--- src/rtl/rv_types_pkg.sv ---
// RV32I data-path widths and the vector types built on them

package rv_types_pkg;

  // machine word width
  localparam int XLEN = 32;

  // register index width and register count
  localparam int REG_ADDR_W = 5;
  localparam int NUM_REGS   = 2 ** REG_ADDR_W;

  // data and address value
  typedef logic [XLEN-1:0] word;

  // architectural register index
  typedef logic [REG_ADDR_W-1:0] reg_addr;

endpackage

--- src/rtl/rv_regfile.sv ---
// RV32I register file with two read ports and write-through bypass
`timescale 1ns/1ps

module rv_regfile import rv_types_pkg::*; (
  input  logic    clk,
  input  logic    arst_n,
  input  logic    we,
  input  reg_addr waddr,
  input  word     wdata,
  input  reg_addr raddr1,
  input  reg_addr raddr2,
  output word     rdata1,
  output word     rdata2
);

  // x0 has no storage
  word regs_q [1:NUM_REGS-1];

  always_ff @(posedge clk or negedge arst_n) begin
    if (!arst_n) begin
      for (int i = 1; i < NUM_REGS; i++) begin
        regs_q[i] <= '0;
      end
    end else if (we && waddr != '0) begin
      regs_q[waddr] <= wdata;
    end
  end

  // new data wins when reading the register being written this cycle
  assign rdata1 = (raddr1 == '0)                ? '0    :
                  (we && waddr == raddr1)       ? wdata :
                                                  regs_q[raddr1];

  assign rdata2 = (raddr2 == '0)                ? '0    :
                  (we && waddr == raddr2)       ? wdata :
                                                  regs_q[raddr2];

endmodule

--- config.mk ---
export PLATFORM = sky130hd
export DESIGN_NAME = rv_regfile
export DESIGN_NICKNAME = d
export VERILOG_FILES = /design/src/rtl/rv_types_pkg.sv /design/src/rtl/rv_regfile.sv
export SDC_FILE = /design/constraint.sdc
export NUM_CORES = 2
export LEC_CHECK = 0
export ABC_AREA = 0
export BUFFER_PORTS_ARGS = -buffer_cell sky130_fd_sc_hd__buf_2
export CORE_UTILIZATION = 49
export CTS_BUF_LIST = sky130_fd_sc_hd__clkbuf_4 sky130_fd_sc_hd__clkbuf_8
export CTS_CLUSTER_DIAMETER = 60
export DETAILED_ROUTE_END_ITERATION = 16
export GPL_TIMING_DRIVEN = 0
export PLACE_DENSITY_LB_ADDON = 0.15
export SKIP_CTS_REPAIR_TIMING = 1
export SLEW_MARGIN = 25
export SYNTH_ARGS = -nofsm -noshare
export SYNTH_HDL_FRONTEND = slang
export SYNTH_SLANG_ARGS = --single-unit
--- constraint.sdc ---
create_clock -name clk -period 5.1 [get_ports clk]
set_clock_uncertainty 0.15 [all_clocks]
set_input_delay 0.255 -clock clk [delete_from_list [all_inputs] [get_ports clk]]
set_output_delay 0.255 -clock clk [all_outputs]
set_load 0.02 [all_outputs]
Word-level counts from Yosys, hierarchy flattened
Cells that the tools add are included.
- flip-flop bits (word level): 992
- input port bits: 50
- output and inout bits: 64
- order comparisons: 4
- equal/unequal tests: 2
- muxes and demuxes: 13
- bitwise operators: 3
- reductions and logical operators: 7
- operators by type and width (kind ; number):
    992-bit bitwise mux ; 1
    32-bit binary-select mux with 5-bit select ; 2
    32-bit 2-to-1 mux ; 9
    32-bit demux with 5-bit select ; 1
    6-bit greater-or-equal comparator (second input constant) ; 3
    5-bit NOT with 6-bit output ; 3
    5-bit equality test ; 2
    5-bit zero test ; 2
    6-bit by 1-bit < comparator with 1-bit output (second input constant) ; 1
    5-bit nonzero test ; 1
    1-bit logical AND ; 4

Depth between registers and ports, before layout
- word-level depth: 6
- mapped depth: 10
- gate-level depth less buffers: 5

Worst setup path after synthesis
OpenSTA, ideal clock, no wires.
- path kind: input -> output
- from: input port raddr1[1]
- to: output port rdata1[1]
- arrival time: 2158 ps
- required time: 4695 ps
- path slack: 2537 ps
- stages: 7
- buffers on the path: 4
- cells stage by stage: buf_4 > buf_4 > buf_2 > clkbuf_1 > mux4_2 > o22ai_1 > o41ai_1
- word-level cells in the longest chain between the ends: 6
- RTL lines (what ; line ; RTL):
    start, declared ; rv_regfile.sv:10 ; input reg_addr raddr1,
    5-bit NOT with 6-bit output (implied by the code) ; rv_regfile.sv:32 ; regs_q[raddr1];
    32-bit binary-select mux with 5-bit select ; rv_regfile.sv:32 ;
    32-bit 2-to-1 mux (implied by the code) (2 in a row) ; rv_regfile.sv:32 ;
    32-bit 2-to-1 mux ; rv_regfile.sv:31 ; (we && waddr == raddr1) ? wdata :
    32-bit 2-to-1 mux (*) ; rv_regfile.sv:30 ; assign rdata1 = (raddr1 == '0) ? '0 :
    end, declared ; rv_regfile.sv:12 ; output word rdata1,
Mark *: on every way between the ends. The rest lies on a longest branch, timed or not. The select of a mux whose other input is x is not followed.

Worst setup path after layout
- from: input port raddr2[1]
- to: output port rdata2[10]
- word-level cells in the longest chain between the ends: 6
- RTL lines (what ; line ; RTL):
    start, declared ; rv_regfile.sv:11 ; input reg_addr raddr2,
    5-bit NOT with 6-bit output (implied by the code) ; rv_regfile.sv:36 ; regs_q[raddr2];
    32-bit binary-select mux with 5-bit select ; rv_regfile.sv:36 ;
    32-bit 2-to-1 mux (implied by the code) (2 in a row) ; rv_regfile.sv:36 ;
    32-bit 2-to-1 mux ; rv_regfile.sv:35 ; (we && waddr == raddr2) ? wdata :
    32-bit 2-to-1 mux (*) ; rv_regfile.sv:34 ; assign rdata2 = (raddr2 == '0) ? '0 :
    end, declared ; rv_regfile.sv:13 ; output word rdata2
Marks and branches as above.

==> results_dict.tcl <==
set metrics [dict create \
    status "complete, no violations" \
    cp-startpoint "raddr2[1]" \
    tns_ns 0 \
    grt_pass1_wl_um 315000 \
    cp_common_cell "buf_2" \
    clk-insertion-delay-late_ns 0.90 \
    ys_seq_area_share_pct 46.3 \
    synth_edf_count 0 \
    firstDrtPassIters 8 \
    track_usage_pct 42.0 \
    detail-route-antenna-nets 0 \
    routed_wl_um 233000 \
    synthArstFlopShare_pct 100 \
    rr_endpoint "regs_q[965]$_DFFE_PN0P_" \
    period_minus_slack_ns 4.79 \
    synth.distinct_cells 60 \
    hold_viol_final 0 \
    cp.required_ns 4.70 \
    dieArea_um2 111000 \
    coreArea_um2 109000 \
    endpoint_kind "output port" \
    drv_cap 0 \
    hpwl_um 158000 \
    gp_congestion 1.04 \
    overflow 0 \
    cts_tree "built" \
    regToRegStartpoint "regs_q[965]$_DFFE_PN0P_" \
    crit_type "primary input to output port" \
    cts-root-buf "clkbuf_8" \
    reg_top3 "regs_q x992" \
    max_slew.worst_pin.slew_ns 1.22 \
    timing.hold.ws_ns 0.0470 \
    crit_fanout 10 \
    reg2regPathDepth 1 \
    ios 114 \
    hold_depth 3 \
    fp.dieW_um 333 \
    cp_slowest_cell "nor3_1" \
    fin_nets 4021 \
    io_buffers 101 \
    drive_above_1_share_pct 52.8 \
    syn-num-nets 3682 \
    top_register "regs_q" \
    placed_cells 5171 \
    drc 0 \
    setup_viol 0 \
    netlist_area_um2 53700 \
    finalCritPeriodShare_pct 93.9 \
    yosysWarnings 0 \
    vias 40000 \
    die_y_um 333 \
    cp-start-kind "primary input" \
    synth_ff_type "dfrtp_1" \
    area_growth_syn_to_layout_pct 13.3 \
    min-delay-start "wdata[15]" \
    slew_headroom_pct 18.6 \
    ir_drop_v 0.000263 \
    drtIter0Drc 5549 \
    synth_area_per_cell_um2 14.8 \
    power.total_mw 24.2 \
    clockBufferDepth 3 \
    initial_utilization_pct 49.4 \
    cts_num_sinks 992 \
    grt_pass1_vias 38800 \
    cts_buffers 177 \
    cts.clk_slew.worst_paths_ns 0.06 \
    floorplan.rows 121 \
    grt_max_degree 123 \
    max_stage_delay_ns 0.67 \
    powerDensity_nw_per_um2 398 \
    p_leak_nw 26.5 \
    hold_end "regs_q[79]$_DFFE_PN0P_" \
    crit_chain "buf_2 > buf_2 > nor2b_1 > clkbuf_1 > a221oi_1 > nor3_1 > a211oi_1 > nor3_1 > buf_2" \
    htree_levels 4 \
    crit_arrival_ns 4.38 \
    rsz0062_at_grt "no" \
    viasPerCell 7.23 \
    antenna_found_initial 19 \
    hp-class "primary input to flop" \
    fmax_mhz 209 \
    reg2reg_slack_ns 4.11 \
    final_max_slew_viol_count 0 \
    wl_per_cell_um 42.2 \
    largest_register_ffs 992 \
    ys_ff_latch 992 \
    synth_cells 3632 \
    fin_cells 5530 \
]
layout make-up:
type                       instances  area [um^2]
timing repair buffer             160         1460
clock buffer                     295         3620
inverter                           2         7.51
sequential                       992        24800
multi-input combinational       2239        27000
buffer                           399         1990
fill                            8982        47900
antenna                           16         40.0
clock inverter                    13          125
tap                             1414         1770
per-stage QoR:
step	cell area, um^2	setup slack [ns]	util (%)
3_3_place_gp	55900	-18.91	51.5
3_5_place_dp	56600	0.693	52.1
5_1_grt	60800	0.611	55.9
2_1_floorplan	53700	2.54	-
6_report	60800	0.313	55.9
4_1_cts	60400	0.722	55.6
power breakdown:
group          leakage (nW)  switching, mW  total (mW)  internal [mW]
registers              12.7           1.14        10.6           9.42
clock network          2.00           3.53        8.06           4.53
logic                  11.8           2.64        5.60           2.96
worst max-delay path, delay by kind of cell:
family / cells / cell delay (ns)
AND/OR/NAND/NOR: 3 / 1.84
buffers and inverters: 4 / 1.81
AO/OA/AOI/OAI: 2 / 0.46
cells in the final DEF (no fill, tap or decap), types with 6 or more instances in the layout:
cell type         n
o22ai_1          30
a221oi_1         67
a22o_1           38
diode_2          16
mux2i_1          68
dlygate4sd3_1    34
a221o_1          44
nor2b_1          20
o21bai_1          9
buf_2           190
clkbuf_4         70
buf_12            6
a31oi_1           8
nand3_1           8
clkbuf_8        225
a22oi_1          14
xnor2_1           6
buf_1            38
mux4_2          426
clkbuf_1        162
nor2_2            8
and2_1            6
a21o_1            9
buf_6            19
nor2_1           93
nand2_1          66
o41ai_1          13
clkbuf_2         55
dfrtp_1         992
mux2_2         1084
nand3b_1          6
clkinv_2          7
buf_16           18
buf_4            33
a21oi_1           7
nor3_1           70
a211oi_1         62
Yosys cell counts (all sizes together) (6+ instances only):
master   count  area [um^2]
mux2      1087        12200
dfrtp      992        24800
mux4       430         9700
clkbuf     217          815
buf        182         1090
nor2       101          379
a221oi      70          632
nor3        70          350
mux2i       68          681
nand2       67          251
a211oi      62          465
a221o       44          440
a22o        38          333
o22ai       30          188
nor2b       20          125
a22oi       14          105
o41ai       14          123
a21o         9         67.6
o21bai       9         67.6
a2111oi      8         73.8
a31oi        8         50.1
nand3        8         40.0
a21oi        7         35.0
and2         7         43.8
nand3b       6         45.0
nor3b        6         45.0
o21ai        6         30.0
o31ai        6         50.1
xnor2        6         52.6
layer usage:
metal	vias up	global-route usage (%)	wire (um)
met4	18	29.5	19200
met2	2999	59.5	99400
met5	-	1.69	430
met1	21200	52.1	83600
li1	14900	-	-
met3	861	16.9	30500
how the worst max path moves through the flow:
stage / to / cells past startpoint
after floorplan: rdata1[1] / 7
after global placement: regs_q[168]$_DFFE_PN0P_ / 1
after detailed placement: rdata2[10] / 9
after CTS: rdata2[10] / 9
after global routing: rdata2[10] / 9
final: rdata2[10] / 9
kinds of logic (layout without fill, tap and decap cells):
kind of cell / Yosys count / count (layout) / synth area share (%)
buffers and inverters: 401 / 869 / 3.57
other: 0 / 16 / 0
and+or+nand+nor: 306 / 306 / 2.67
AOI/OAI and AO/OA: 338 / 338 / 5.17
xor gates and xnor gates: 10 / 10 / 0.163
muxes: 1585 / 1585 / 42.2
DFF: 992 / 992 / 46.3
Power figures use the tool's default switching activity.
