## src/rtl/rv_types_pkg.sv

```systemverilog
// RV32I data-path widths and the vector types built on them

package rv_types_pkg;

  // machine word width
  localparam int XLEN = 32;

  // register index width and register count
  localparam int REG_ADDR_W = 5;
  localparam int NUM_REGS   = 2 ** REG_ADDR_W;

  // data and address value
  typedef logic [XLEN-1:0] word;

  // architectural register index
  typedef logic [REG_ADDR_W-1:0] reg_addr;

endpackage

```

## src/rtl/rv_ctrl_pkg.sv

```systemverilog
// RV32I control encodings shared by the decoder and the execute logic

package rv_ctrl_pkg;

  // follows funct3 of OP and OP-IMM so the decoder can cast directly
  typedef enum logic [2:0] {
    ALU_ADD  = 3'b000,
    ALU_SLL  = 3'b001,
    ALU_SLT  = 3'b010,
    ALU_SLTU = 3'b011,
    ALU_XOR  = 3'b100,
    ALU_SRL  = 3'b101,
    ALU_OR   = 3'b110,
    ALU_AND  = 3'b111
  } alu_op_t;

  // follows funct3 of the branch opcode
  typedef enum logic [2:0] {
    BR_EQ  = 3'b000,
    BR_NE  = 3'b001,
    BR_LT  = 3'b100,
    BR_GE  = 3'b101,
    BR_LTU = 3'b110,
    BR_GEU = 3'b111
  } branch_op_t;

  // load/store access size
  typedef enum logic [1:0] {
    MEM_BYTE = 2'b00,
    MEM_HALF = 2'b01,
    MEM_WORD = 2'b10
  } mem_width_t;

  // alu operand a source
  typedef enum logic [1:0] {
    OPA_RS1,
    OPA_PC,
    OPA_ZERO
  } opa_sel_t;

  // alu operand b source
  typedef enum logic {
    OPB_RS2,
    OPB_IMM
  } opb_sel_t;

  // write-back source
  typedef enum logic [1:0] {
    WB_ALU,
    WB_MEM,
    WB_PC4
  } wb_sel_t;

endpackage

```

## src/rtl/rv_ctrl_if.sv

```systemverilog
// Decoder control bundle that steers the ALU, data memory and write-back
`timescale 1ns/1ps

interface rv_ctrl_if import rv_ctrl_pkg::*; ();

  // alu
  alu_op_t    alu_op;
  logic       alu_alt;
  opa_sel_t   opa_sel;
  opb_sel_t   opb_sel;

  // control flow
  logic       branch;
  branch_op_t branch_op;
  logic       jump;

  // data memory
  logic       mem_read;
  logic       mem_write;
  mem_width_t mem_width;
  logic       mem_unsigned;

  // write-back
  wb_sel_t    wb_sel;
  logic       wb_en;

  modport dec (
    output alu_op, alu_alt, opa_sel, opb_sel,
    output branch, branch_op, jump,
    output mem_read, mem_write, mem_width, mem_unsigned,
    output wb_sel, wb_en
  );

  modport exe (
    input alu_op, alu_alt, opa_sel, opb_sel,
    input branch, branch_op, jump,
    input mem_read, mem_write, mem_width, mem_unsigned,
    input wb_sel, wb_en
  );

endinterface

```

## src/rtl/rv_alu.sv

```systemverilog
// RV32I ALU with the branch compare and taken decision
`timescale 1ns/1ps

module rv_alu import rv_types_pkg::*, rv_ctrl_pkg::*; (
  input  word           a,
  input  word           b,
  input  word           rs1,
  input  word           rs2,
  rv_ctrl_if.exe        ctrl,
  output word           res,
  output logic          take_branch
);

  logic [4:0] shamt;
  word        sra_res;
  logic       cond;

  assign shamt = b[4:0];

  // arithmetic shift keeps the sign of a
  assign sra_res = $signed(a) >>> shamt;

  always_comb begin
    case (ctrl.alu_op)
      ALU_ADD:  res = ctrl.alu_alt ? a - b : a + b;
      ALU_SLL:  res = a << shamt;
      ALU_SLT:  res = {31'b0, $signed(a) < $signed(b)};
      ALU_SLTU: res = {31'b0, a < b};
      ALU_XOR:  res = a ^ b;
      ALU_SRL:  res = ctrl.alu_alt ? sra_res : a >> shamt;
      ALU_OR:   res = a | b;
      ALU_AND:  res = a & b;
      default:  res = '0;
    endcase
  end

  // register compare for conditional branches
  always_comb begin
    case (ctrl.branch_op)
      BR_EQ:   cond = rs1 == rs2;
      BR_NE:   cond = rs1 != rs2;
      BR_LT:   cond = $signed(rs1) < $signed(rs2);
      BR_GE:   cond = $signed(rs1) >= $signed(rs2);
      BR_LTU:  cond = rs1 < rs2;
      BR_GEU:  cond = rs1 >= rs2;
      default: cond = 1'b0;
    endcase
  end

  assign take_branch = ctrl.jump || (ctrl.branch && cond);

endmodule

```

## src/flat_wrapper.sv

```systemverilog
// flat-port wrapper written by rule: the top's interface ports become plain ports
module rv_alu_flat import rv_types_pkg::*, rv_ctrl_pkg::*;
  (a, b, rs1, rs2, res, take_branch, ctrl_alu_op, ctrl_alu_alt, ctrl_opa_sel, ctrl_opb_sel, ctrl_branch, ctrl_branch_op, ctrl_jump, ctrl_mem_read, ctrl_mem_write, ctrl_mem_width, ctrl_mem_unsigned, ctrl_wb_sel, ctrl_wb_en);
  rv_ctrl_if ctrl_i ();
  input  word a;
  input  word b;
  input  word rs1;
  input  word rs2;
  output word res;
  output logic take_branch;
  input wire logic [$bits(ctrl_i.alu_op)-1:0] ctrl_alu_op;
  input wire logic [$bits(ctrl_i.alu_alt)-1:0] ctrl_alu_alt;
  input wire logic [$bits(ctrl_i.opa_sel)-1:0] ctrl_opa_sel;
  input wire logic [$bits(ctrl_i.opb_sel)-1:0] ctrl_opb_sel;
  input wire logic [$bits(ctrl_i.branch)-1:0] ctrl_branch;
  input wire logic [$bits(ctrl_i.branch_op)-1:0] ctrl_branch_op;
  input wire logic [$bits(ctrl_i.jump)-1:0] ctrl_jump;
  input wire logic [$bits(ctrl_i.mem_read)-1:0] ctrl_mem_read;
  input wire logic [$bits(ctrl_i.mem_write)-1:0] ctrl_mem_write;
  input wire logic [$bits(ctrl_i.mem_width)-1:0] ctrl_mem_width;
  input wire logic [$bits(ctrl_i.mem_unsigned)-1:0] ctrl_mem_unsigned;
  input wire logic [$bits(ctrl_i.wb_sel)-1:0] ctrl_wb_sel;
  input wire logic [$bits(ctrl_i.wb_en)-1:0] ctrl_wb_en;
  assign ctrl_i.alu_op = ctrl_alu_op;
  assign ctrl_i.alu_alt = ctrl_alu_alt;
  assign ctrl_i.opa_sel = ctrl_opa_sel;
  assign ctrl_i.opb_sel = ctrl_opb_sel;
  assign ctrl_i.branch = ctrl_branch;
  assign ctrl_i.branch_op = ctrl_branch_op;
  assign ctrl_i.jump = ctrl_jump;
  assign ctrl_i.mem_read = ctrl_mem_read;
  assign ctrl_i.mem_write = ctrl_mem_write;
  assign ctrl_i.mem_width = ctrl_mem_width;
  assign ctrl_i.mem_unsigned = ctrl_mem_unsigned;
  assign ctrl_i.wb_sel = ctrl_wb_sel;
  assign ctrl_i.wb_en = ctrl_wb_en;
  rv_alu u_core (.a(a), .b(b), .rs1(rs1), .rs2(rs2), .ctrl(ctrl_i), .res(res), .take_branch(take_branch));
endmodule
```

## config.mk

```make
export PLATFORM = sky130hd
export DESIGN_NAME = rv_alu_flat
export DESIGN_NICKNAME = d
export VERILOG_FILES = /design/src/rtl/rv_types_pkg.sv /design/src/rtl/rv_ctrl_pkg.sv /design/src/rtl/rv_ctrl_if.sv /design/src/rtl/rv_alu.sv /design/src/flat_wrapper.sv
export SDC_FILE = /design/constraint.sdc
export NUM_CORES = 1
export LEC_CHECK = 0
export BUFFER_PORTS_ARGS = -buffer_cell sky130_fd_sc_hd__clkbuf_2
export CORE_MARGIN = 2
export CORE_UTILIZATION = 55
export DETAILED_ROUTE_END_ITERATION = 10
export PLACE_DENSITY = 0.91
export SYNTH_ARGS = -nofsm -noshare
export SYNTH_HDL_FRONTEND = slang
export SYNTH_SLANG_ARGS = --single-unit
```

## constraint.sdc

```tcl
create_clock -name vclk -period 16.4
set_input_delay 3.28 -clock vclk [all_inputs]
set_output_delay 3.28 -clock vclk [all_outputs]
set_load 0.03 [all_outputs]
```

# Word-level counts from Yosys, hierarchy flattened

Index checks and enable logic that the tools add are counted.
W data, S select, Z words.

Register bits after elaboration: 0
Bits of input ports: 148
Output and inout port bits: 33

Add/subtract/negate cells: 2
Magnitude comparators: 6
Equal/unequal tests: 14
Shift operators: 3
Muxes and demuxes: 4
Bitwise gates (word level): 3
Reductions and logical operators: 4

Operator list:

| kind                 | count |
|---|---|
| $pmux W32 S8         | 1 |
| $lt A32 B32 Y1       | 4 |
| $ge A32 B32 Y1       | 2 |
| $mux W32             | 2 |
| $add A32 B32 Y32     | 1 |
| $and A32 B32 Y32     | 1 |
| $eq A32 B32 Y1       | 1 |
| $ne A32 B32 Y1       | 1 |
| $or A32 B32 Y32      | 1 |
| $shl A32 B5 Y32      | 1 |
| $shr A32 B5 Y32      | 1 |
| $sshr A32 B5 Y32     | 1 |
| $sub A32 B32 Y32     | 1 |
| $xor A32 B32 Y32     | 1 |
| $eq A3 B3 Y1 const B | 8 |
| $eq A3 B1 Y1 const B | 2 |
| $eq A3 B2 Y1 const B | 2 |
| $logic_not A3 Y1     | 2 |
| $pmux W1 S6          | 1 |
| $logic_and A1 B1 Y1  | 1 |
| $logic_or A1 B1 Y1   | 1 |

# Logic depth before layout (Yosys ltp)

Depth in word-level cells: 4
Gate-level depth with buffers: 14

# Worst setup path before layout

No wires, ideal clock.

Path type: input -> output
Start: input b[1]
End: output res[13]
Data arrival time: 6.879 ns
Path slack: 6.241 ns
Stages: 14
Cell sequence: buf_2 buf_2 inv_2 buf_1 ha_1 a211o_1 a2111oi_4 o22ai_1 or2_2 a21o_1 a211oi_1 a21oi_1 xnor2_1 o21ai_0

Cells in the longest elaborated chain, start to end: 3
Elaborated cells between the ends (all ways): 8
Those cells by class: 2 x add/sub; 3 x shift; 3 x mux

Ends and longest elaborated chain:

| item                                     | RTL line                   | source |
|---|---|---|
| from (decl)                              | flat_wrapper.sv:6          | `input word b;` |
| $add A32 B32 Y32 (tied with other cells) | rv_alu.sv:25               | `ALU_ADD: res = ctrl.alu_alt ? a - b : a + b;` |
| $mux W32 (on tied branches)              | rv_alu.sv:25, rv_alu.sv:30 |  |
| $pmux W32 S8 *                           | rv_alu.sv:24               | `case (ctrl.alu_op)` |
| to (decl)                                | flat_wrapper.sv:9          | `output word res;` |

Every way passes the cells marked *; elsewhere a longest branch is shown, timed or not.

# Worst setup path after layout

Start: input b[1]
End: output res[29]

Same word-level chain as after synthesis.

==> impl_metrics.yaml <==
final_layout:
  fin_nets: 1742
  fin_area_mm2: 0.0101
  area_growth_pct: 9.15
  nClkBuffers: 0
  layout_commonest_cell: "clkbuf_2"
  seq_cells: 0
  drive_above_1_share_pct: 17.3
  final_cell_mix: "169 x clkbuf_2, 160 x nor2_1, 146 x o21ai_0, 129 x ha_1"
  fin_cells: 1681
  ff_latch_area_um2: 0
  fillerInstances: 1606
  num_antenna_cells: 0
sta:
  relSlewSlack_pct: 23.6
  setup_violations: 0
  maxSlewViolCount: 0
  fin_crit_sh_pct: 68.2
  setup_slack_ns: 5.21
  tns_ns: 0
  tightest_slew_ns: 1.14
  hold-worst-slack_ns: 6.94
  timing.fmax_mhz: 89.4
  hold_viol: 0
  period_minus_slack_ns: 11.19
  rsz0062_at_grt: "false"
pwr:
  switching_share_pct: 64.1
  p_clk_share_pct: 0
  p_per_area_mw_per_mm2: 37.5
  combPwrFrac_pct: 100.0
  vdd_drop_max_uv: 25.6
  internal-power_mw: 0.135
  switching_power_mw: 0.242
  pwr-share-seq_pct: 0
  p_leak_nw: 4.78
synth:
  synth_cell_types: 77
  synthCells: 1376
  synth-seq-area-share_pct: 0
  synth_area_mm2: 0.00922
  synth_nets: 1655
  yosysWarnings: 0
  syn_area_per_cell_um2: 6.70
drt:
  antenna_left: 0
  drtPass1Iterations: 6
  drt_iter0_markers: 1587
  vias: 11311
  vias_per_cell: 6.73
  drc: 0
  wl_per_cell_um: 21.8
  wl_mm: 36.7
worst_setup_path:
  startpoint: "b[1]"
  cp_data_arrival_time_ns: 7.91
  path_class: "input port to output port"
  critPathRequiredTime_ns: 13.12
  cp-end-kind: "output port"
  cp-endpoint: "res[29]"
  worst_setup_path_start_kind: "input port"
  cp_max_fo: 63
hold_path:
  worstHoldStart: "ctrl_jump"
  hold_class: "input port to output port"
grt:
  gr-usage-met2_pct: 62.2
  grt_first_pass_wirelength_mm: 56.4
  overflow: 0
  grtUsageMet3_pct: 6.77
  top_usage_layer: "met2"
  grt.total_usage_pct: 39.6
  grtUsageMet1_pct: 56.2
  grt_pass1_vias: 10332
  grt_antenna_before_repair: 0
  grt_max_degree: 75
floorplan:
  fp.dieArea_mm2: 0.0178
  die_h_um: 133
  dieWidth_um: 133
  start_util_pct: 56.0
  io_pins: 181
  coreArea_mm2: 0.0165
  rows: 47
placement:
  place_area_mm2: 0.0101
  hpwl_mm: 29.0
  pre_cts_slack_ns: 5.43
  gp_congestion: 1.03
  portBuffers: 170
  place_inst: 1681
clock_network:
  postCtsSetupBuffers: 0
  hold_buffers: 0
  cts_resized: 0
run:
  drv_cap: 0
run_status:
  outcome: "finished, final reports clean"
-- metal layers --
layer | wire length (µm) | vias to the layer above
met1 | 14700 | 5247
met4 | 1030 | 0
met2 | 16100 | 773
met5 | 0 | -
li1 | - | 5198
met3 | 4890 | 93
-- logic make-up (layout without fill, tap and decap cells) --
kind of cell    after synthesis  count (layout)  synth area share, %
xor+xnor                     27              27                 2.56
mux                         106             106                 16.6
buf+inv                     231             316                 9.73
compound gates              491             491                 34.1
fa+ha+maj                   131             131                 17.9
simple gates                390             390                 19.0
-- final cells by class --
class	instances	area (µm²)	share of cell area, %
inverters	129	484	4.81
repair buffers	187	981	9.75
multi-input cells	1145	8320	82.7
well taps	220	275	2.73
-- through the flow --
| step | power, mW | util, % |
|---|---|---|
| after floorplan | 0.253 | - |
| after global placement | 0.360 | 61.1 |
| after detailed placement | 0.364 | 61.1 |
| after CTS | 0.365 | 61.1 |
| after global routing | 0.403 | 61.1 |
| final | 0.377 | 61.1 |
-- power groups by stage --
stage          logic (mW)  clock network (mW)  registers [mW]
2_1_floorplan       0.253                   0               0
3_3_place_gp        0.360                   0               0
4_1_cts             0.365                   0               0
6_report            0.377                   0               0
5_1_grt             0.403                   0               0
3_5_place_dp        0.364                   0               0
-- worst min-delay path by stage --
stage                        endpoint  depth (start not counted)  slack [ns]
after global routing      take_branch                          3        6.95
final                     take_branch                          3        6.94
after global placement    take_branch                          3        6.93
after detailed placement  take_branch                          3        6.93
after CTS                 take_branch                          3        6.93
after floorplan           take_branch                          2        6.81
-- worst max-delay path: stages --
cell	delay, ns
clkbuf_2	0.08
buf_4	0.61
inv_2	0.50
ha_1	0.47
nor2_1	0.17
o311ai_0	0.26
a211oi_1	0.53
a21oi_1	0.26
a2111oi_0	0.78
nor4_1	0.18
o22ai_1	0.22
xor2_1	0.09
o21ai_0	0.20
clkbuf_2	0.24
-- synth_stat cells (all sizes together), types with 7 or more instances --
cell | n | area share (%)
a21oi | 125 | 6.9
o221ai | 16 | 1.5
o31ai | 12 | 0.98
o21ai | 150 | 8.1
nor4 | 11 | 0.75
o22ai | 7 | 0.47
a22oi | 8 | 0.71
o21bai | 8 | 0.65
a31oi | 14 | 1.1
clkbuf | 65 | 2.7
buf | 37 | 1.8
xnor2 | 24 | 2.3
nand4 | 12 | 0.98
o211ai | 21 | 1.7
inv | 128 | 5.2
o21a | 8 | 0.65
mux4 | 37 | 9.0
nor2b | 10 | 0.68
a211oi | 27 | 2.3
nand3 | 18 | 0.98
nor3 | 29 | 1.6
mux2i | 60 | 6.5
mux2 | 9 | 1.1
a221oi | 11 | 1.0
a21o | 28 | 2.3
nand2b | 11 | 0.75
nand2 | 108 | 4.4
nor2 | 160 | 6.5
a211o | 8 | 0.76
ha | 129 | 18
No activity file was read; power rests on OpenSTA's default activity.
