### config.mk
export PLATFORM = sky130hd
export DESIGN_NAME = rv_decoder_flat
export DESIGN_NICKNAME = d
export VERILOG_FILES = /design/src/rtl/rv_types_pkg.sv /design/src/rtl/rv_ctrl_pkg.sv /design/src/rtl/rv_ctrl_if.sv /design/src/rtl/rv_decoder.sv /design/src/flat_wrapper.sv
export SDC_FILE = /design/constraint.sdc
export NUM_CORES = 1
export LEC_CHECK = 0
export ABC_AREA = 1
export BUFFER_PORTS_ARGS = -buffer_cell sky130_fd_sc_hd__buf_4
export CORE_UTILIZATION = 37
export DETAILED_ROUTE_END_ITERATION = 6
export PLACE_DENSITY_LB_ADDON = 0.08
export SYNTH_ARGS = -nofsm -noshare
export SYNTH_HDL_FRONTEND = slang
export SYNTH_SLANG_ARGS = --single-unit
### constraint.sdc
create_clock -name vclk -period 1.3
set_input_delay 0.065 -clock vclk [all_inputs]
set_output_delay 0.065 -clock vclk [all_outputs]
set_load 0.05 [all_outputs]
### src/rtl/rv_types_pkg.sv
// RV32I data-path widths and the vector types built on them

package rv_types_pkg;

  // machine word width
  localparam int XLEN = 32;

  // register index width and register count
  localparam int REG_ADDR_W = 5;
  localparam int NUM_REGS   = 2 ** REG_ADDR_W;

  // data and address value
  typedef logic [XLEN-1:0] word;

  // architectural register index
  typedef logic [REG_ADDR_W-1:0] reg_addr;

endpackage

### src/rtl/rv_ctrl_pkg.sv
// RV32I control encodings shared by the decoder and the execute logic

package rv_ctrl_pkg;

  // follows funct3 of OP and OP-IMM so the decoder can cast directly
  typedef enum logic [2:0] {
    ALU_ADD  = 3'b000,
    ALU_SLL  = 3'b001,
    ALU_SLT  = 3'b010,
    ALU_SLTU = 3'b011,
    ALU_XOR  = 3'b100,
    ALU_SRL  = 3'b101,
    ALU_OR   = 3'b110,
    ALU_AND  = 3'b111
  } alu_op_t;

  // follows funct3 of the branch opcode
  typedef enum logic [2:0] {
    BR_EQ  = 3'b000,
    BR_NE  = 3'b001,
    BR_LT  = 3'b100,
    BR_GE  = 3'b101,
    BR_LTU = 3'b110,
    BR_GEU = 3'b111
  } branch_op_t;

  // load/store access size
  typedef enum logic [1:0] {
    MEM_BYTE = 2'b00,
    MEM_HALF = 2'b01,
    MEM_WORD = 2'b10
  } mem_width_t;

  // alu operand a source
  typedef enum logic [1:0] {
    OPA_RS1,
    OPA_PC,
    OPA_ZERO
  } opa_sel_t;

  // alu operand b source
  typedef enum logic {
    OPB_RS2,
    OPB_IMM
  } opb_sel_t;

  // write-back source
  typedef enum logic [1:0] {
    WB_ALU,
    WB_MEM,
    WB_PC4
  } wb_sel_t;

endpackage

### src/rtl/rv_ctrl_if.sv
// Decoder control bundle that steers the ALU, data memory and write-back
`timescale 1ns/1ps

interface rv_ctrl_if import rv_ctrl_pkg::*; ();

  // alu
  alu_op_t    alu_op;
  logic       alu_alt;
  opa_sel_t   opa_sel;
  opb_sel_t   opb_sel;

  // control flow
  logic       branch;
  branch_op_t branch_op;
  logic       jump;

  // data memory
  logic       mem_read;
  logic       mem_write;
  mem_width_t mem_width;
  logic       mem_unsigned;

  // write-back
  wb_sel_t    wb_sel;
  logic       wb_en;

  modport dec (
    output alu_op, alu_alt, opa_sel, opb_sel,
    output branch, branch_op, jump,
    output mem_read, mem_write, mem_width, mem_unsigned,
    output wb_sel, wb_en
  );

  modport exe (
    input alu_op, alu_alt, opa_sel, opb_sel,
    input branch, branch_op, jump,
    input mem_read, mem_write, mem_width, mem_unsigned,
    input wb_sel, wb_en
  );

endinterface

### src/rtl/rv_decoder.sv
// RV32I decoder producing register indices, the immediate and the control bundle
`timescale 1ns/1ps

module rv_decoder import rv_types_pkg::*, rv_ctrl_pkg::*; (
  input  word     instr,
  output reg_addr rs1,
  output reg_addr rs2,
  output reg_addr rd,
  output word     imm,
  rv_ctrl_if.dec  ctrl
);

  localparam logic [6:0] OPC_LUI    = 7'b0110111;
  localparam logic [6:0] OPC_AUIPC  = 7'b0010111;
  localparam logic [6:0] OPC_JAL    = 7'b1101111;
  localparam logic [6:0] OPC_JALR   = 7'b1100111;
  localparam logic [6:0] OPC_BRANCH = 7'b1100011;
  localparam logic [6:0] OPC_LOAD   = 7'b0000011;
  localparam logic [6:0] OPC_STORE  = 7'b0100011;
  localparam logic [6:0] OPC_OP_IMM = 7'b0010011;
  localparam logic [6:0] OPC_OP     = 7'b0110011;

  logic [6:0] opcode;
  logic [2:0] funct3;
  logic       funct7_b5;
  mem_width_t acc_width;
  word        imm_i;
  word        imm_s;
  word        imm_b;
  word        imm_u;
  word        imm_j;

  assign opcode    = instr[6:0];
  assign funct3    = instr[14:12];
  assign funct7_b5 = instr[30];

  assign rs1 = instr[19:15];
  assign rs2 = instr[24:20];
  assign rd  = instr[11:7];

  // I, S, B and J immediates sign-extend from bit 31
  assign imm_i = {{20{instr[31]}}, instr[31:20]};
  assign imm_s = {{20{instr[31]}}, instr[31:25], instr[11:7]};
  assign imm_b = {{19{instr[31]}}, instr[31], instr[7], instr[30:25], instr[11:8], 1'b0};
  assign imm_u = {instr[31:12], 12'b0};
  assign imm_j = {{11{instr[31]}}, instr[31], instr[19:12], instr[20], instr[30:21], 1'b0};

  // funct3[1:0] picks the size and funct3[2] the zero extension
  assign acc_width = (funct3[1:0] == 2'b00) ? MEM_BYTE :
                     (funct3[1:0] == 2'b01) ? MEM_HALF : MEM_WORD;

  always_comb begin
    imm               = '0;
    ctrl.alu_op       = ALU_ADD;
    ctrl.alu_alt      = 1'b0;
    ctrl.opa_sel      = OPA_RS1;
    ctrl.opb_sel      = OPB_IMM;
    ctrl.branch       = 1'b0;
    ctrl.branch_op    = BR_EQ;
    ctrl.jump         = 1'b0;
    ctrl.mem_read     = 1'b0;
    ctrl.mem_write    = 1'b0;
    ctrl.mem_width    = MEM_WORD;
    ctrl.mem_unsigned = 1'b0;
    ctrl.wb_sel       = WB_ALU;
    ctrl.wb_en        = 1'b0;

    case (opcode)
      OPC_LUI: begin
        imm          = imm_u;
        ctrl.opa_sel = OPA_ZERO;
        ctrl.wb_en   = 1'b1;
      end
      OPC_AUIPC: begin
        imm          = imm_u;
        ctrl.opa_sel = OPA_PC;
        ctrl.wb_en   = 1'b1;
      end
      OPC_JAL: begin
        imm          = imm_j;
        ctrl.opa_sel = OPA_PC;
        ctrl.jump    = 1'b1;
        ctrl.wb_sel  = WB_PC4;
        ctrl.wb_en   = 1'b1;
      end
      OPC_JALR: begin
        imm         = imm_i;
        ctrl.jump   = 1'b1;
        ctrl.wb_sel = WB_PC4;
        ctrl.wb_en  = 1'b1;
      end
      OPC_BRANCH: begin
        // alu forms the target while the compare runs on rs1/rs2
        imm            = imm_b;
        ctrl.opa_sel   = OPA_PC;
        ctrl.branch    = 1'b1;
        ctrl.branch_op = branch_op_t'(funct3);
      end
      OPC_LOAD: begin
        imm               = imm_i;
        ctrl.mem_read     = 1'b1;
        ctrl.mem_width    = acc_width;
        ctrl.mem_unsigned = funct3[2];
        ctrl.wb_sel       = WB_MEM;
        ctrl.wb_en        = 1'b1;
      end
      OPC_STORE: begin
        imm            = imm_s;
        ctrl.mem_write = 1'b1;
        ctrl.mem_width = acc_width;
      end
      OPC_OP_IMM: begin
        imm          = imm_i;
        ctrl.alu_op  = alu_op_t'(funct3);
        // only srai uses bit 30 since for addi it is part of the immediate
        ctrl.alu_alt = (funct3 == 3'b101) && funct7_b5;
        ctrl.wb_en   = 1'b1;
      end
      OPC_OP: begin
        ctrl.opb_sel = OPB_RS2;
        ctrl.alu_op  = alu_op_t'(funct3);
        ctrl.alu_alt = funct7_b5;
        ctrl.wb_en   = 1'b1;
      end
      // fence, system and anything unknown fall through as no-ops
      default: begin
      end
    endcase
  end

endmodule

### src/flat_wrapper.sv
// flat-port wrapper written by rule: the top's interface ports become plain ports
module rv_decoder_flat import rv_types_pkg::*, rv_ctrl_pkg::*;
  (instr, rs1, rs2, rd, imm, ctrl_alu_op, ctrl_alu_alt, ctrl_opa_sel, ctrl_opb_sel, ctrl_branch, ctrl_branch_op, ctrl_jump, ctrl_mem_read, ctrl_mem_write, ctrl_mem_width, ctrl_mem_unsigned, ctrl_wb_sel, ctrl_wb_en);
  rv_ctrl_if ctrl_i ();
  input  word instr;
  output reg_addr rs1;
  output reg_addr rs2;
  output reg_addr rd;
  output word imm;
  output wire logic [$bits(ctrl_i.alu_op)-1:0] ctrl_alu_op;
  output wire logic [$bits(ctrl_i.alu_alt)-1:0] ctrl_alu_alt;
  output wire logic [$bits(ctrl_i.opa_sel)-1:0] ctrl_opa_sel;
  output wire logic [$bits(ctrl_i.opb_sel)-1:0] ctrl_opb_sel;
  output wire logic [$bits(ctrl_i.branch)-1:0] ctrl_branch;
  output wire logic [$bits(ctrl_i.branch_op)-1:0] ctrl_branch_op;
  output wire logic [$bits(ctrl_i.jump)-1:0] ctrl_jump;
  output wire logic [$bits(ctrl_i.mem_read)-1:0] ctrl_mem_read;
  output wire logic [$bits(ctrl_i.mem_write)-1:0] ctrl_mem_write;
  output wire logic [$bits(ctrl_i.mem_width)-1:0] ctrl_mem_width;
  output wire logic [$bits(ctrl_i.mem_unsigned)-1:0] ctrl_mem_unsigned;
  output wire logic [$bits(ctrl_i.wb_sel)-1:0] ctrl_wb_sel;
  output wire logic [$bits(ctrl_i.wb_en)-1:0] ctrl_wb_en;
  assign ctrl_alu_op = ctrl_i.alu_op;
  assign ctrl_alu_alt = ctrl_i.alu_alt;
  assign ctrl_opa_sel = ctrl_i.opa_sel;
  assign ctrl_opb_sel = ctrl_i.opb_sel;
  assign ctrl_branch = ctrl_i.branch;
  assign ctrl_branch_op = ctrl_i.branch_op;
  assign ctrl_jump = ctrl_i.jump;
  assign ctrl_mem_read = ctrl_i.mem_read;
  assign ctrl_mem_write = ctrl_i.mem_write;
  assign ctrl_mem_width = ctrl_i.mem_width;
  assign ctrl_mem_unsigned = ctrl_i.mem_unsigned;
  assign ctrl_wb_sel = ctrl_i.wb_sel;
  assign ctrl_wb_en = ctrl_i.wb_en;
  rv_decoder u_core (.instr(instr), .rs1(rs1), .rs2(rs2), .rd(rd), .imm(imm), .ctrl(ctrl_i));
endmodule
# ---- Word-level counts from Yosys, hierarchy flattened
# Index checks and enable logic that the tools add are counted.
dict set report classes {
  n_eq_ne 11
  muxes 16
  n_reduce_logical 9
}
# op count
set ops {}
lappend ops {{32-bit case mux with 5 select lines} 1}
lappend ops {{7-bit by 6-bit == test with 1-bit output (second input constant)} 3}
lappend ops {{7-bit == test (second input constant)} 3}
lappend ops {{7-bit by 5-bit == test with 1-bit output (second input constant)} 2}
lappend ops {{2-bit case mux with 2 select lines} 2}
lappend ops {{2-bit OR reduction} 4}
lappend ops {{7-bit by 2-bit == test with 1-bit output (second input constant)} 1}
lappend ops {{1-bit 2-to-1 mux} 7}
lappend ops {{7-bit OR reduction} 1}
lappend ops {{2-bit 2-to-1 mux} 3}
lappend ops {{3-bit 2-to-1 mux} 2}
lappend ops {{3-bit OR reduction} 2}
lappend ops {{3-bit == test (second input constant)} 1}
lappend ops {{2-bit by 1-bit == test with 1-bit output (second input constant)} 1}
lappend ops {{2-bit zero test} 1}
lappend ops {{1-bit case mux with 2 select lines} 1}
lappend ops {{1-bit logical AND} 1}
dict set report word_totals {
  regBits 0
  inputBits 32
  out_inout_bits 67
  word_cells 36
}

# ---- Logic depth before layout (Yosys ltp)
# Gate-level depths: netlist of run 1.
dict set report logic_depth {
  ltp_word 4
  depth_mapped 8
  mapped_depth_nobuf 7
}

# ---- Worst setup path after synthesis of run 1
# Ideal clock, no wire load.
dict set report synth_path {
  path_type {input port to output port}
  start {input port instr[3]}
  end {output port ctrl_mem_width[1]}
  arrival_ns 1.770
  t_required_ns 1.235
  setup_slack_ns -0.535
  stages 6
  n_path_buf 0
  path_cell_list {inv_1 nand2_2 nor2_4 nand3_1 inv_1 o21ai_0}
}
dict set report synth_via {
  elab_chain_cells 3
  word_cells_on_any_way 4
  cone_classes {2 x eq/ne; 1 x mux; 1 x reduce/logical}
}
# item line
set synth_lines {}
lappend synth_lines {{start: declaration} flat_wrapper.sv:5} ;# input word instr;
lappend synth_lines {{7-bit by 2-bit == test with 1-bit output / 7-bit by 6-bit == test with 1-bit output (equally long branches)} rv_decoder.sv:68} ;# case (opcode)
lappend synth_lines {{2-bit OR reduction (no source line) (*)} -}
lappend synth_lines {{2-bit 2-to-1 mux (*)} rv_decoder.sv:68}
lappend synth_lines {{end: declaration} flat_wrapper.sv:19} ;# output wire logic [$bits(ctrl_i.mem_width)-1:0] ctrl_mem_width;
# Mark *: on every way between the ends. The rest lies on a longest branch, timed or not.

# ---- Final worst setup path of run 1
dict set report layout_path {
  start {input port instr[3]}
  end {output port ctrl_mem_width[0]}
}
# Same word-level chain as after synthesis.

==> impl_results.rst, run 1 <==
.. list-table::
   :header-rows: 1

   * - Metric
     - Value
   * - Run status
     - finished clean
   * - Largest voltage drop on the vdd net
     - 0.000258 V
   * - CP arrival
     - approximately 1.2 ns
   * - Vias after detailed routing
     - about 1,400
   * - CP Cell Sequence
     - buf_4, inv_4, nand2_2, nor2_4, buf_4, nand3_1, a21oi_1, buf_4
   * - Placed cell count
     - between 200 and 300
   * - Number of library cell types mapped by synthesis
     - 23
   * - Largest net degree at the start of global routing
     - 22
   * - Combinational fraction of design power
     - 1.000
   * - Via count of the first global-routing pass
     - between 1,000 and 1,500
   * - DRC violations left
     - 0
   * - HPWL Detailed
     - about 2500 um
   * - Setup Crit Path Kind
     - in -> out
   * - Reported max-cap violation count
     - 0
   * - Final total negative setup slack
     - 0 ns
   * - Antenna Violating Nets Remaining
     - 0
   * - Seq. cell area
     - 0 um2
   * - Transition at the pin with the smallest max-transition slack
     - ~0.28 ns
   * - WL per Instance
     - approximately 14 um
   * - Required arrival time at the worst endpoint
     - 1.24 ns
   * - Total overflow reported by the global router
     - 0
   * - Cell area power density
     - 286 mW/mm2
   * - Internal power
     - approximately 0.00018 W
   * - Sequential share of power
     - 0
   * - Count of hold-fix buffers inserted at cts
     - 0
   * - Count of inserted antenna diode cells
     - 0
   * - Cell area after synthesis
     - around 820 um2
   * - Achievable clock frequency
     - 780 MHz
   * - LEAKAGE
     - roughly 1.2 nW
   * - Crit-path most repeated cell
     - sky130_fd_sc_hd__buf_4
   * - Fraction of power consumed by the clock network
     - 0
   * - Worst hold path startpoint
     - instr[10]
   * - Routability-driven placement congestion ratio
     - 0.903
   * - Period minus WS final
     - ~1.3 ns
   * - Switching fraction of total power
     - 0.645
   * - Area of the die
     - around 0.0024 mm2
   * - Nets
     - ~280
   * - First DRT Iteration DRCs
     - 28
   * - Clock buf count
     - 0
   * - Number of sequential cells
     - 0
   * - Commonest cells after routing, fill and taps aside
     - sky130_fd_sc_hd__buf_4 (94), sky130_fd_sc_hd__nand2_1 (31), sky130_fd_sc_hd__nand3_2 (18)
   * - Stage delay of the slowest cell on the critical path
     - between 0.2 and 0.25 ns
   * - Overall global routing resource usage
     - 0.262
   * - Final setup violating endpoints
     - 0
   * - Min-delay worst type
     - in -> out
   * - Total iterations of the first detailed-routing run
     - 4
   * - Fraction of layout cells with a size suffix above 1
     - 0.644
   * - Top fanout value on the critical path
     - 4
   * - Number of vias per cell after detailed routing
     - between 5 and 6
   * - Setup crit end kind
     - output pin
   * - Net switching power
     - around 0.00033 W
   * - Yosys warning total
     - 0
   * - Startpoint of the most critical setup path
     - instr[3]
   * - Count of buffers inserted at the top-level ports
     - 99
   * - Number of endpoints with negative hold slack in the final report
     - 0
   * - Die boundary width
     - just under 50 um
   * - Slew Viols, Final
     - 0
   * - Startpoint kind of the worst setup timing path
     - primary input
   * - Mapped Cells
     - 153
   * - Rows
     - 16
   * - Worst slew margin relative to its limit
     - 0.811
   * - Initial Util
     - 0.403
   * - Sequential share of the synthesized area
     - 0
   * - Most common cell after layout, fill and taps aside
     - sky130_fd_sc_hd__buf_4
   * - Master of the slowest instance on the critical path
     - sky130_fd_sc_hd__buf_4
   * - Placeable core area
     - slightly above 0.002 mm2
   * - Io pins
     - 99
   * - Post-Route Hold Slack
     - about 0.39 ns
   * - Growth of design area from synthesis to finish
     - 117%
   * - Die extent in y
     - 49.0 um
   * - Number of antenna violations at the first check in global routing
     - 0
   * - Mean area per synthesized cell
     - about 5.3 um2
   * - Wire length reported by the detailed router
     - 3850 um
   * - Number of cells in the finished layout apart from fillers
     - around 270
   * - Part of the cycle the worst path needs
     - 0.986
   * - First-pass GRT wire length
     - 5190 um
   * - Post-synth net total
     - 185
power groups by stage:
stage / registers, W / logic, W / clock network, W
6_report: 0 / 0.000506 / 0
5_1_grt: 0 / 0.000526 / 0
4_1_cts: 0 / 0.000474 / 0
3_5_place_dp: 0 / 0.000462 / 0
3_3_place_gp: 0 / 0.000454 / 0
2_1_floorplan: 0 / 0.000297 / 0
worst max-delay path, delay by kind of cell:
kind | cells | cell delay [ns]
buffers and inverters | 4 | 0.57
AND/OR/NAND/NOR | 3 | 0.40
AO/OA/AOI/OAI | 1 | 0.19
metal layers:
metal | wire [um] | GRT usage
met5 | 0 | 0
met4 | 14 | 0
met3 | 229 | 0.0218
met2 | 2150 | 0.553
met1 | 1460 | 0.290
layout make-up:
cell class                      instances  area, um2
Multi-Input combinational cell        113        709
Inverter                               20       83.8
Tap cell                               27       33.8
Timing Repair Buffer                  113        936
Fill cell                             122        251
Timing Repair inverter                  1       7.51
cells by family (layout without fill, tap and decap cells):
logic type | count (synthesis) | after routing | synth area share
buffers and inverters | 40 | 134 | 0.284
AOI/OAI and AO/OA | 12 | 12 | 0.0751
and+or+nand+nor | 101 | 101 | 0.641
what timing repair did:
| item | 4_1_cts | 5_1_grt |
|---|---|---|
| resized for setup | 17 | 28 |
| cloned | 1 | 0 |
| setup endpoints to repair | 21 | 25 |
| pin swaps | 1 | 7 |
| setup buffers | 1 | 2 |
worst paths after layout:
path	slack [ns]	end	depth (start not counted)
worst min-delay path	0.39	rd[3]	2
worst max-delay path	0.02	ctrl_mem_width[0]	8
cell usage after synthesis:
cell,count,share of area
sky130_fd_sc_hd__and2_1,1,0.0077
sky130_fd_sc_hd__a21oi_1,9,0.055
sky130_fd_sc_hd__nor2_2,1,0.0077
sky130_fd_sc_hd__nand3_1,28,0.17
sky130_fd_sc_hd__nand2_4,1,0.014
sky130_fd_sc_hd__inv_1,19,0.087
sky130_fd_sc_hd__buf_6,3,0.041
sky130_fd_sc_hd__buf_4,15,0.14
sky130_fd_sc_hd__nor2_1,18,0.083
sky130_fd_sc_hd__nand2_1,32,0.15
sky130_fd_sc_hd__buf_2,2,0.012
sky130_fd_sc_hd__o21ai_1,1,0.0061
sky130_fd_sc_hd__nand3b_1,1,0.0092
sky130_fd_sc_hd__nor2_4,2,0.028
sky130_fd_sc_hd__inv_2,1,0.0046
sky130_fd_sc_hd__nor3_4,1,0.020
sky130_fd_sc_hd__nand3_2,7,0.086
sky130_fd_sc_hd__nand2_2,6,0.046
sky130_fd_sc_hd__nor3_1,1,0.0061
sky130_fd_sc_hd__and3_1,1,0.0077
sky130_fd_sc_hd__a31oi_1,1,0.0077
sky130_fd_sc_hd__o21ai_0,1,0.0061
sky130_fd_sc_hd__nand4_1,1,0.0077
metrics by stage:
| step | util | setup slack, ns | area (um2) | power [W] |
|---|---|---|---|---|
| floorplan | - | -0.156 | 850 | 0.000297 |
| global placement | 0.774 | -0.0260 | 1570 | 0.000454 |
| detailed placement | 0.774 | -0.0901 | 1570 | 0.000462 |
| CTS | 0.809 | 0.000105 | 1640 | 0.000474 |
| global route | 0.876 | -0.0570 | 1770 | 0.000526 |
| finish | 0.876 | 0.0187 | 1770 | 0.000506 |
Note: power is estimated with default switching activity, not from simulation.
==> run 2: changes to the inputs <==
Settings changed: RECOVER_POWER from default to 50.
==> run 2 against run 1 <==
Net effect: via count did not move; critical path depth unchanged; global-route usage did not move; total power fell by 4.3%; fmax barely moved; worst hold slack better by 0.10 ns; routed wire length increased by 0.42%; first-iteration DRC count increased by 39%; die area is the same; setup slack improved by 0.0012 ns; design area fell by 3.5%; largest cell class unchanged; highest routed layer unchanged.
==> impl_results.rst, run 2 (synthesis results as in run 1) <==
.. list-table::
   :header-rows: 1

   * - Metric
     - Value
   * - Part of the cycle the worst path needs
     - 0.985 (about the same)
   * - Largest voltage drop on the vdd net
     - 0.000242 V (-6.2%)
   * - Die extent in y
     - 49.0 um (unchanged)
   * - Transition at the pin with the smallest max-transition slack
     - 0.643 ns (+0.359 ns)
   * - Placeable core area
     - 0.00202 mm2 (unchanged)
   * - Number of endpoints with negative hold slack in the final report
     - 0 (unchanged)
   * - Required arrival time at the worst endpoint
     - 1.24 ns (about the same)
   * - First-pass GRT wire length
     - 5190 um (unchanged)
   * - Largest net degree at the start of global routing
     - 22 (unchanged)
   * - Worst slew margin relative to its limit
     - 0.573 (-0.237)
   * - Wire length reported by the detailed router
     - 3870 um (+0.42%)
   * - Most common cell after layout, fill and taps aside
     - sky130_fd_sc_hd__buf_4
   * - Setup crit end kind
     - output pin
   * - LEAKAGE
     - 1.12 nW (-4.8%)
   * - Cell area power density
     - 283 mW/mm2 (-0.92%)
   * - Slack of the critical path
     - 0.0199 ns (+0.00125 ns)
   * - Fraction of layout cells with a size suffix above 1
     - 0.583 (-0.0607)
   * - Count of inserted antenna diode cells
     - 0 (unchanged)
   * - Achievable clock frequency
     - 781 MHz (about the same)
   * - Area of the die
     - 0.00240 mm2 (unchanged)
   * - First DRT Iteration DRCs
     - 39 (+39%)
   * - Number of vias per cell after detailed routing
     - 5.14 (unchanged)
   * - Nets
     - 281 (unchanged)
   * - Vias after detailed routing
     - 1,407 (unchanged)
   * - Routability-driven placement congestion ratio
     - 0.903 (unchanged)
   * - Number of sequential cells
     - 0 (unchanged)
   * - Number of cells in the finished layout apart from fillers
     - 274 (unchanged)
   * - Total iterations of the first detailed-routing run
     - 4 (unchanged)
   * - HPWL Detailed
     - 2540 um (unchanged)
   * - Initial Util
     - 0.403 (unchanged)
   * - Run status
     - finished clean
   * - Placed cell count
     - 270 (unchanged)
   * - Period minus WS final
     - 1.28 ns (-0.00125 ns)
   * - Rows
     - 16 (unchanged)
   * - Total overflow reported by the global router
     - 0 (unchanged)
   * - Number of antenna violations at the first check in global routing
     - 0 (unchanged)
   * - CP arrival
     - 1.22 ns (about the same)
   * - Total power
     - 0.000484 W (-4.3%)
   * - Via count of the first global-routing pass
     - 1,241 (unchanged)
   * - Worst slack at placement
     - -0.0901 ns (unchanged)
   * - Top fanout value on the critical path
     - 4 (unchanged)
   * - Growth of design area from synthesis to finish
     - 110%
   * - Io pins
     - 99 (unchanged)
   * - Slew Viols, Final
     - 0 (unchanged)
   * - Commonest cells after routing, fill and taps aside
     - sky130_fd_sc_hd__buf_4 (77), sky130_fd_sc_hd__nand2_1 (31), sky130_fd_sc_hd__nand3_2 (18)
   * - Count of buffers inserted at the top-level ports
     - 99 (unchanged)
   * - Reported max-cap violation count
     - 0 (unchanged)
   * - Startpoint kind of the worst setup timing path
     - primary input
   * - Die boundary width
     - 49.0 um (unchanged)
   * - DRC violations left
     - 0 (unchanged)
   * - Count of hold-fix buffers inserted at cts
     - 0 (unchanged)
   * - WL per Instance
     - 14.1 um (+0.42%)
   * - Utilization of the core after routing
     - 0.845 (-0.0303)
   * - Final total negative setup slack
     - 0 ns (unchanged)
   * - Setup Crit Path Kind
     - in -> out
   * - Min-delay worst type
     - in -> out
   * - Seq. cell area
     - 0 um2 (unchanged)
   * - Clock buf count
     - 0 (unchanged)
   * - Final setup violating endpoints
     - 0 (unchanged)
   * - Overall global routing resource usage
     - 0.262 (unchanged)
   * - Antenna Violating Nets Remaining
     - 0 (unchanged)
## run 2: cell types whose count changed in the layout (fill, tap and decap cells not counted), sizes merged
cell / previous run / this run
buf: 113 / 96
clkbuf: 0 / 17
## run 2: cell type report
type / count / area [um2]
Timing Repair Buffer: 113 / 875
Multi-Input combinational cell: 113 / 709
Fill cell: 140 / 313
Inverter: 20 / 83.8
Tap cell: 27 / 33.8
Timing Repair inverter: 1 / 7.51
## run 2: per-layer routing
layer / part of all wire / GRT usage
met5: 0 / 0
met4: 0.0036 / 0
met3: 0.061 / 0.0218
met2: 0.57 / 0.553
met1: 0.37 / 0.290
## run 2: worst paths after layout
check / start / endpoint / depth (start not counted)
worst max-delay path: instr[3] / ctrl_mem_width[0] / 8
worst min-delay path: instr[18] / imm[18] / 4
## run 2: worst max-delay path: stages
cell and delay (ns):
sky130_fd_sc_hd__buf_4 0.13, sky130_fd_sc_hd__inv_4 0.05, sky130_fd_sc_hd__nand2_2 0.07, sky130_fd_sc_hd__nor2_4 0.18, sky130_fd_sc_hd__buf_4 0.16, sky130_fd_sc_hd__nand3_1 0.14
sky130_fd_sc_hd__a21oi_1 0.19, sky130_fd_sc_hd__buf_4 0.22
## run 2: per-stage QoR
step / area [um2] / hold WS (ns)
2_1_floorplan: 850 / 0.284
3_3_place_gp: 1570 / 0.395
3_5_place_dp: 1570 / 0.395
4_1_cts: 1640 / 0.395
5_1_grt: 1710 / 0.519
6_report: 1710 / 0.495
## run 2: power breakdown
group          total [W]  switching [W]  leakage (nW)  internal (W)
Clock                  0              0             0             0
Combinational   0.000484       0.000326          1.12      0.000158
Sequential             0              0             0             0
## run 2: what timing repair did
action                                  4_1_cts  5_1_grt
pin swaps                                     1        7
gates resized for setup                      17       28
gates cloned                                  1        0
buffers inserted                              1        2
endpoints found under the setup margin       21       25
endpoints found under the hold margin         0        0
==> run 3: changes to the inputs <==
Settings changed: CORE_ASPECT_RATIO from default to 1.2, TNS_END_PERCENT from default to 5.
==> run 3 against run 2 <==
Net effect: sequential cell count stayed put; die area barely moved; total power decreased by 6.8%; global-route usage fell by 3.9 points; final cell count shrank 2.2%; core utilization down 9.1 points; design area down 8.6%; routed wire length is 18% lower; fmax increased by 1.8%; via count is 6.9% lower; critical endpoint is now imm[11].
==> impl_results.rst, run 3 (synthesis results as in run 1) <==
.. list-table::
   :header-rows: 1

   * - Metric
     - Value
   * - Post-CTS setup-driven buffer insertion count
     - 0 (-1)
   * - Setup crit end kind
     - output pin
   * - Count of inserted antenna diode cells
     - 0 (unchanged)
   * - Number of fill cells
     - 197 (+41%)
   * - Vias after detailed routing
     - 1,310 (-6.9%)
   * - Commonest cells after routing, fill and taps aside
     - sky130_fd_sc_hd__buf_4 (63), sky130_fd_sc_hd__nand2_1 (31), sky130_fd_sc_hd__nand3_1 (24)
   * - LEAKAGE
     - 1.02 nW (-9.0%)
   * - Combinational fraction of design power
     - 1.000 (about the same)
   * - Number of endpoints with negative hold slack in the final report
     - 0 (unchanged)
   * - Met1 track demand over resource
     - 0.248 (-0.0415)
   * - Placed cell count
     - 267 (-1.1%)
   * - Sequential share of power
     - 0 (unchanged)
   * - Design Area, Final
     - 0.00156 mm2 (-8.6%)
   * - Min-delay worst type
     - in -> out
   * - Internal power
     - 0.000142 W (-9.8%)
   * - Fraction of layout cells with a size suffix above 1
     - 0.508 (-0.0746)
   * - Clock buf count
     - 0 (unchanged)
   * - Net switching power
     - 0.000309 W (-5.3%)
   * - Placeable core area
     - 0.00207 mm2 (+2.5%)
   * - Seq. cell area
     - 0 um2 (unchanged)
   * - Initial Util
     - 0.394 (-0.00975)
   * - Overall global routing resource usage
     - 0.223 (-0.0389)
   * - First-pass GRT wire length
     - 4230 um (-18%)
   * - Run status
     - finished clean
   * - Met3 track demand over resource
     - 0.0273 (+0.00550)
   * - Number of cells on the worst hold path
     - 4 (unchanged)
   * - Antenna Violating Nets Remaining
     - 0 (unchanged)
   * - Post-place instance area
     - 0.00148 mm2 (-5.3%)
   * - Routability-driven placement congestion ratio
     - 0.807 (-11%)
   * - Number of antenna violations at the first check in global routing
     - 0 (unchanged)
   * - Period minus WS final
     - 1.26 ns (-0.0232 ns)
   * - Number of sequential cells
     - 0 (unchanged)
   * - Startpoint kind of the worst setup timing path
     - primary input
   * - Total iterations of the first detailed-routing run
     - 5 (+1)
   * - HPWL Detailed
     - 2470 um (-2.7%)
   * - Transition at the pin with the smallest max-transition slack
     - 0.610 ns (-0.0326 ns)
   * - Cell area power density
     - 289 mW/mm2 (+2.0%)
   * - Top fanout value on the critical path
     - 5 (+1)
   * - Count of buffers inserted at the top-level ports
     - 99 (unchanged)
   * - Total overflow reported by the global router
     - 0 (unchanged)
   * - Io pins
     - 99 (unchanged)
   * - Die boundary width
     - 44.9 um (-8.4%)
   * - Required arrival time at the worst endpoint
     - 1.24 ns (about the same)
   * - Growth of design area from synthesis to finish
     - 91.6%
   * - WL per Instance
     - 11.8 um (-16%)
   * - DRC violations left
     - 0 (unchanged)
   * - Achievable clock frequency
     - 796 MHz (+1.8%)
   * - CP arrival
     - 1.19 ns (-0.03 ns)
   * - Part of the cycle the worst path needs
     - 0.967 (-0.0179)
   * - Most used routing layer in global routing
     - met2
   * - Via count of the first global-routing pass
     - 1,011 (-19%)
   * - Rows
     - 18 (+2)
   * - Worst slew margin relative to its limit
     - 0.595 (+0.0216)
   * - Die extent in y
     - 53.4 um (+9.2%)
   * - Most common cell after layout, fill and taps aside
     - sky130_fd_sc_hd__buf_4
   * - Number of cells in the finished layout apart from fillers
     - 268 (-2.2%)
   * - Largest net degree at the start of global routing
     - 22 (unchanged)
   * - Final total negative setup slack
     - 0 ns (unchanged)
   * - Final setup violating endpoints
     - 0 (unchanged)
   * - Wire length reported by the detailed router
     - 3160 um (-18%)
   * - Fraction of power consumed by the clock network
     - 0 (unchanged)
   * - Met2 global-route usage
     - 0.458 (-0.0949)
   * - Setup repair after global routing missed its margin
     - yes
   * - Number of vias per cell after detailed routing
     - 4.89 (-4.8%)
   * - Largest voltage drop on the vdd net
     - 0.000208 V (-14%)
   * - Setup Crit Path Kind
     - in -> out
   * - Reported max-cap violation count
     - 0 (unchanged)
   * - Area of the die
     - 0.00240 mm2 (about the same)
   * - Slew Viols, Final
     - 0 (unchanged)
   * - First DRT Iteration DRCs
     - 23 (-41%)
   * - Nets
     - 272 (-3.2%)
   * - Switching fraction of total power
     - 0.684 (+0.0108)
==> run 3: cell types whose count changed in the layout (fill, tap and decap cells not counted), moves of 2 or more <==
cell / previous run / this run
sky130_fd_sc_hd__buf_2: 0 / 2
sky130_fd_sc_hd__buf_4: 77 / 63
sky130_fd_sc_hd__clkbuf_2: 2 / 5
sky130_fd_sc_hd__inv_1: 15 / 17
sky130_fd_sc_hd__inv_4: 2 / 0
sky130_fd_sc_hd__nand3_1: 16 / 24
sky130_fd_sc_hd__nand3_2: 18 / 9
sky130_fd_sc_hd__nor2_1: 11 / 14
sky130_fd_sc_hd__nor2_2: 7 / 4
==> run 3: critical path: stages <==
cell and delay, ns:
sky130_fd_sc_hd__buf_4 0.12, sky130_fd_sc_hd__inv_1 0.07, sky130_fd_sc_hd__nand2_2 0.09, sky130_fd_sc_hd__nor2_4 0.16, sky130_fd_sc_hd__buf_4 0.15, sky130_fd_sc_hd__nand2_1 0.11, sky130_fd_sc_hd__inv_1 0.10, sky130_fd_sc_hd__nand2_1 0.06
sky130_fd_sc_hd__nand3_1 0.10, sky130_fd_sc_hd__buf_6 0.16
==> run 3: final cells by class <==
type                       instances  area, um2  share of cell area
inverter                          20       78.8              0.0504
timing repair buffer             104        778               0.498
timing repair inverter             1       7.51             0.00480
multi-input combinational        113        661               0.423
tap                               30       37.5              0.0240
==> run 3: what timing repair did <==
item	in CTS	in global routing
endpoints found under the hold margin	0	0
hold buffers	0	0
resized for setup	1	37
pin swaps	0	5
cloned	0	1
setup endpoints to repair	21	29
==> run 3: final timing paths <==
| check | startpoint | to | slack (ns) |
|---|---|---|---|
| max | instr[3] | imm[11] | 0.04 |
| min | instr[26] | imm[6] | 0.49 |
==> run 3: per-layer routing <==
layer	vias up	routed length, um
met2	69	1750
met4	0	0
met1	590	1150
met3	0	265
met5	-	0
li1	651	-
==> run 3: power groups by stage <==
stage	Clock (W)	Sequential (W)	Combinational [W]
floorplan	0	0	0.000292
global placement	0	0	0.000441
detailed placement	0	0	0.000448
CTS	0	0	0.000450
global route	0	0	0.000474
finish	0	0	0.000451
==> run 3: through the flow <==
step	setup WS, ns	hold WS (ns)	util	power, W
after detailed placement	-0.102	0.395	0.716	0.000448
final	0.0432	0.487	0.754	0.000451
after CTS	-0.0115	0.395	0.718	0.000450
after global placement	-0.0316	0.394	0.716	0.000441
after floorplan	-0.192	0.297	-	0.000292
after global routing	-0.0501	0.499	0.754	0.000474
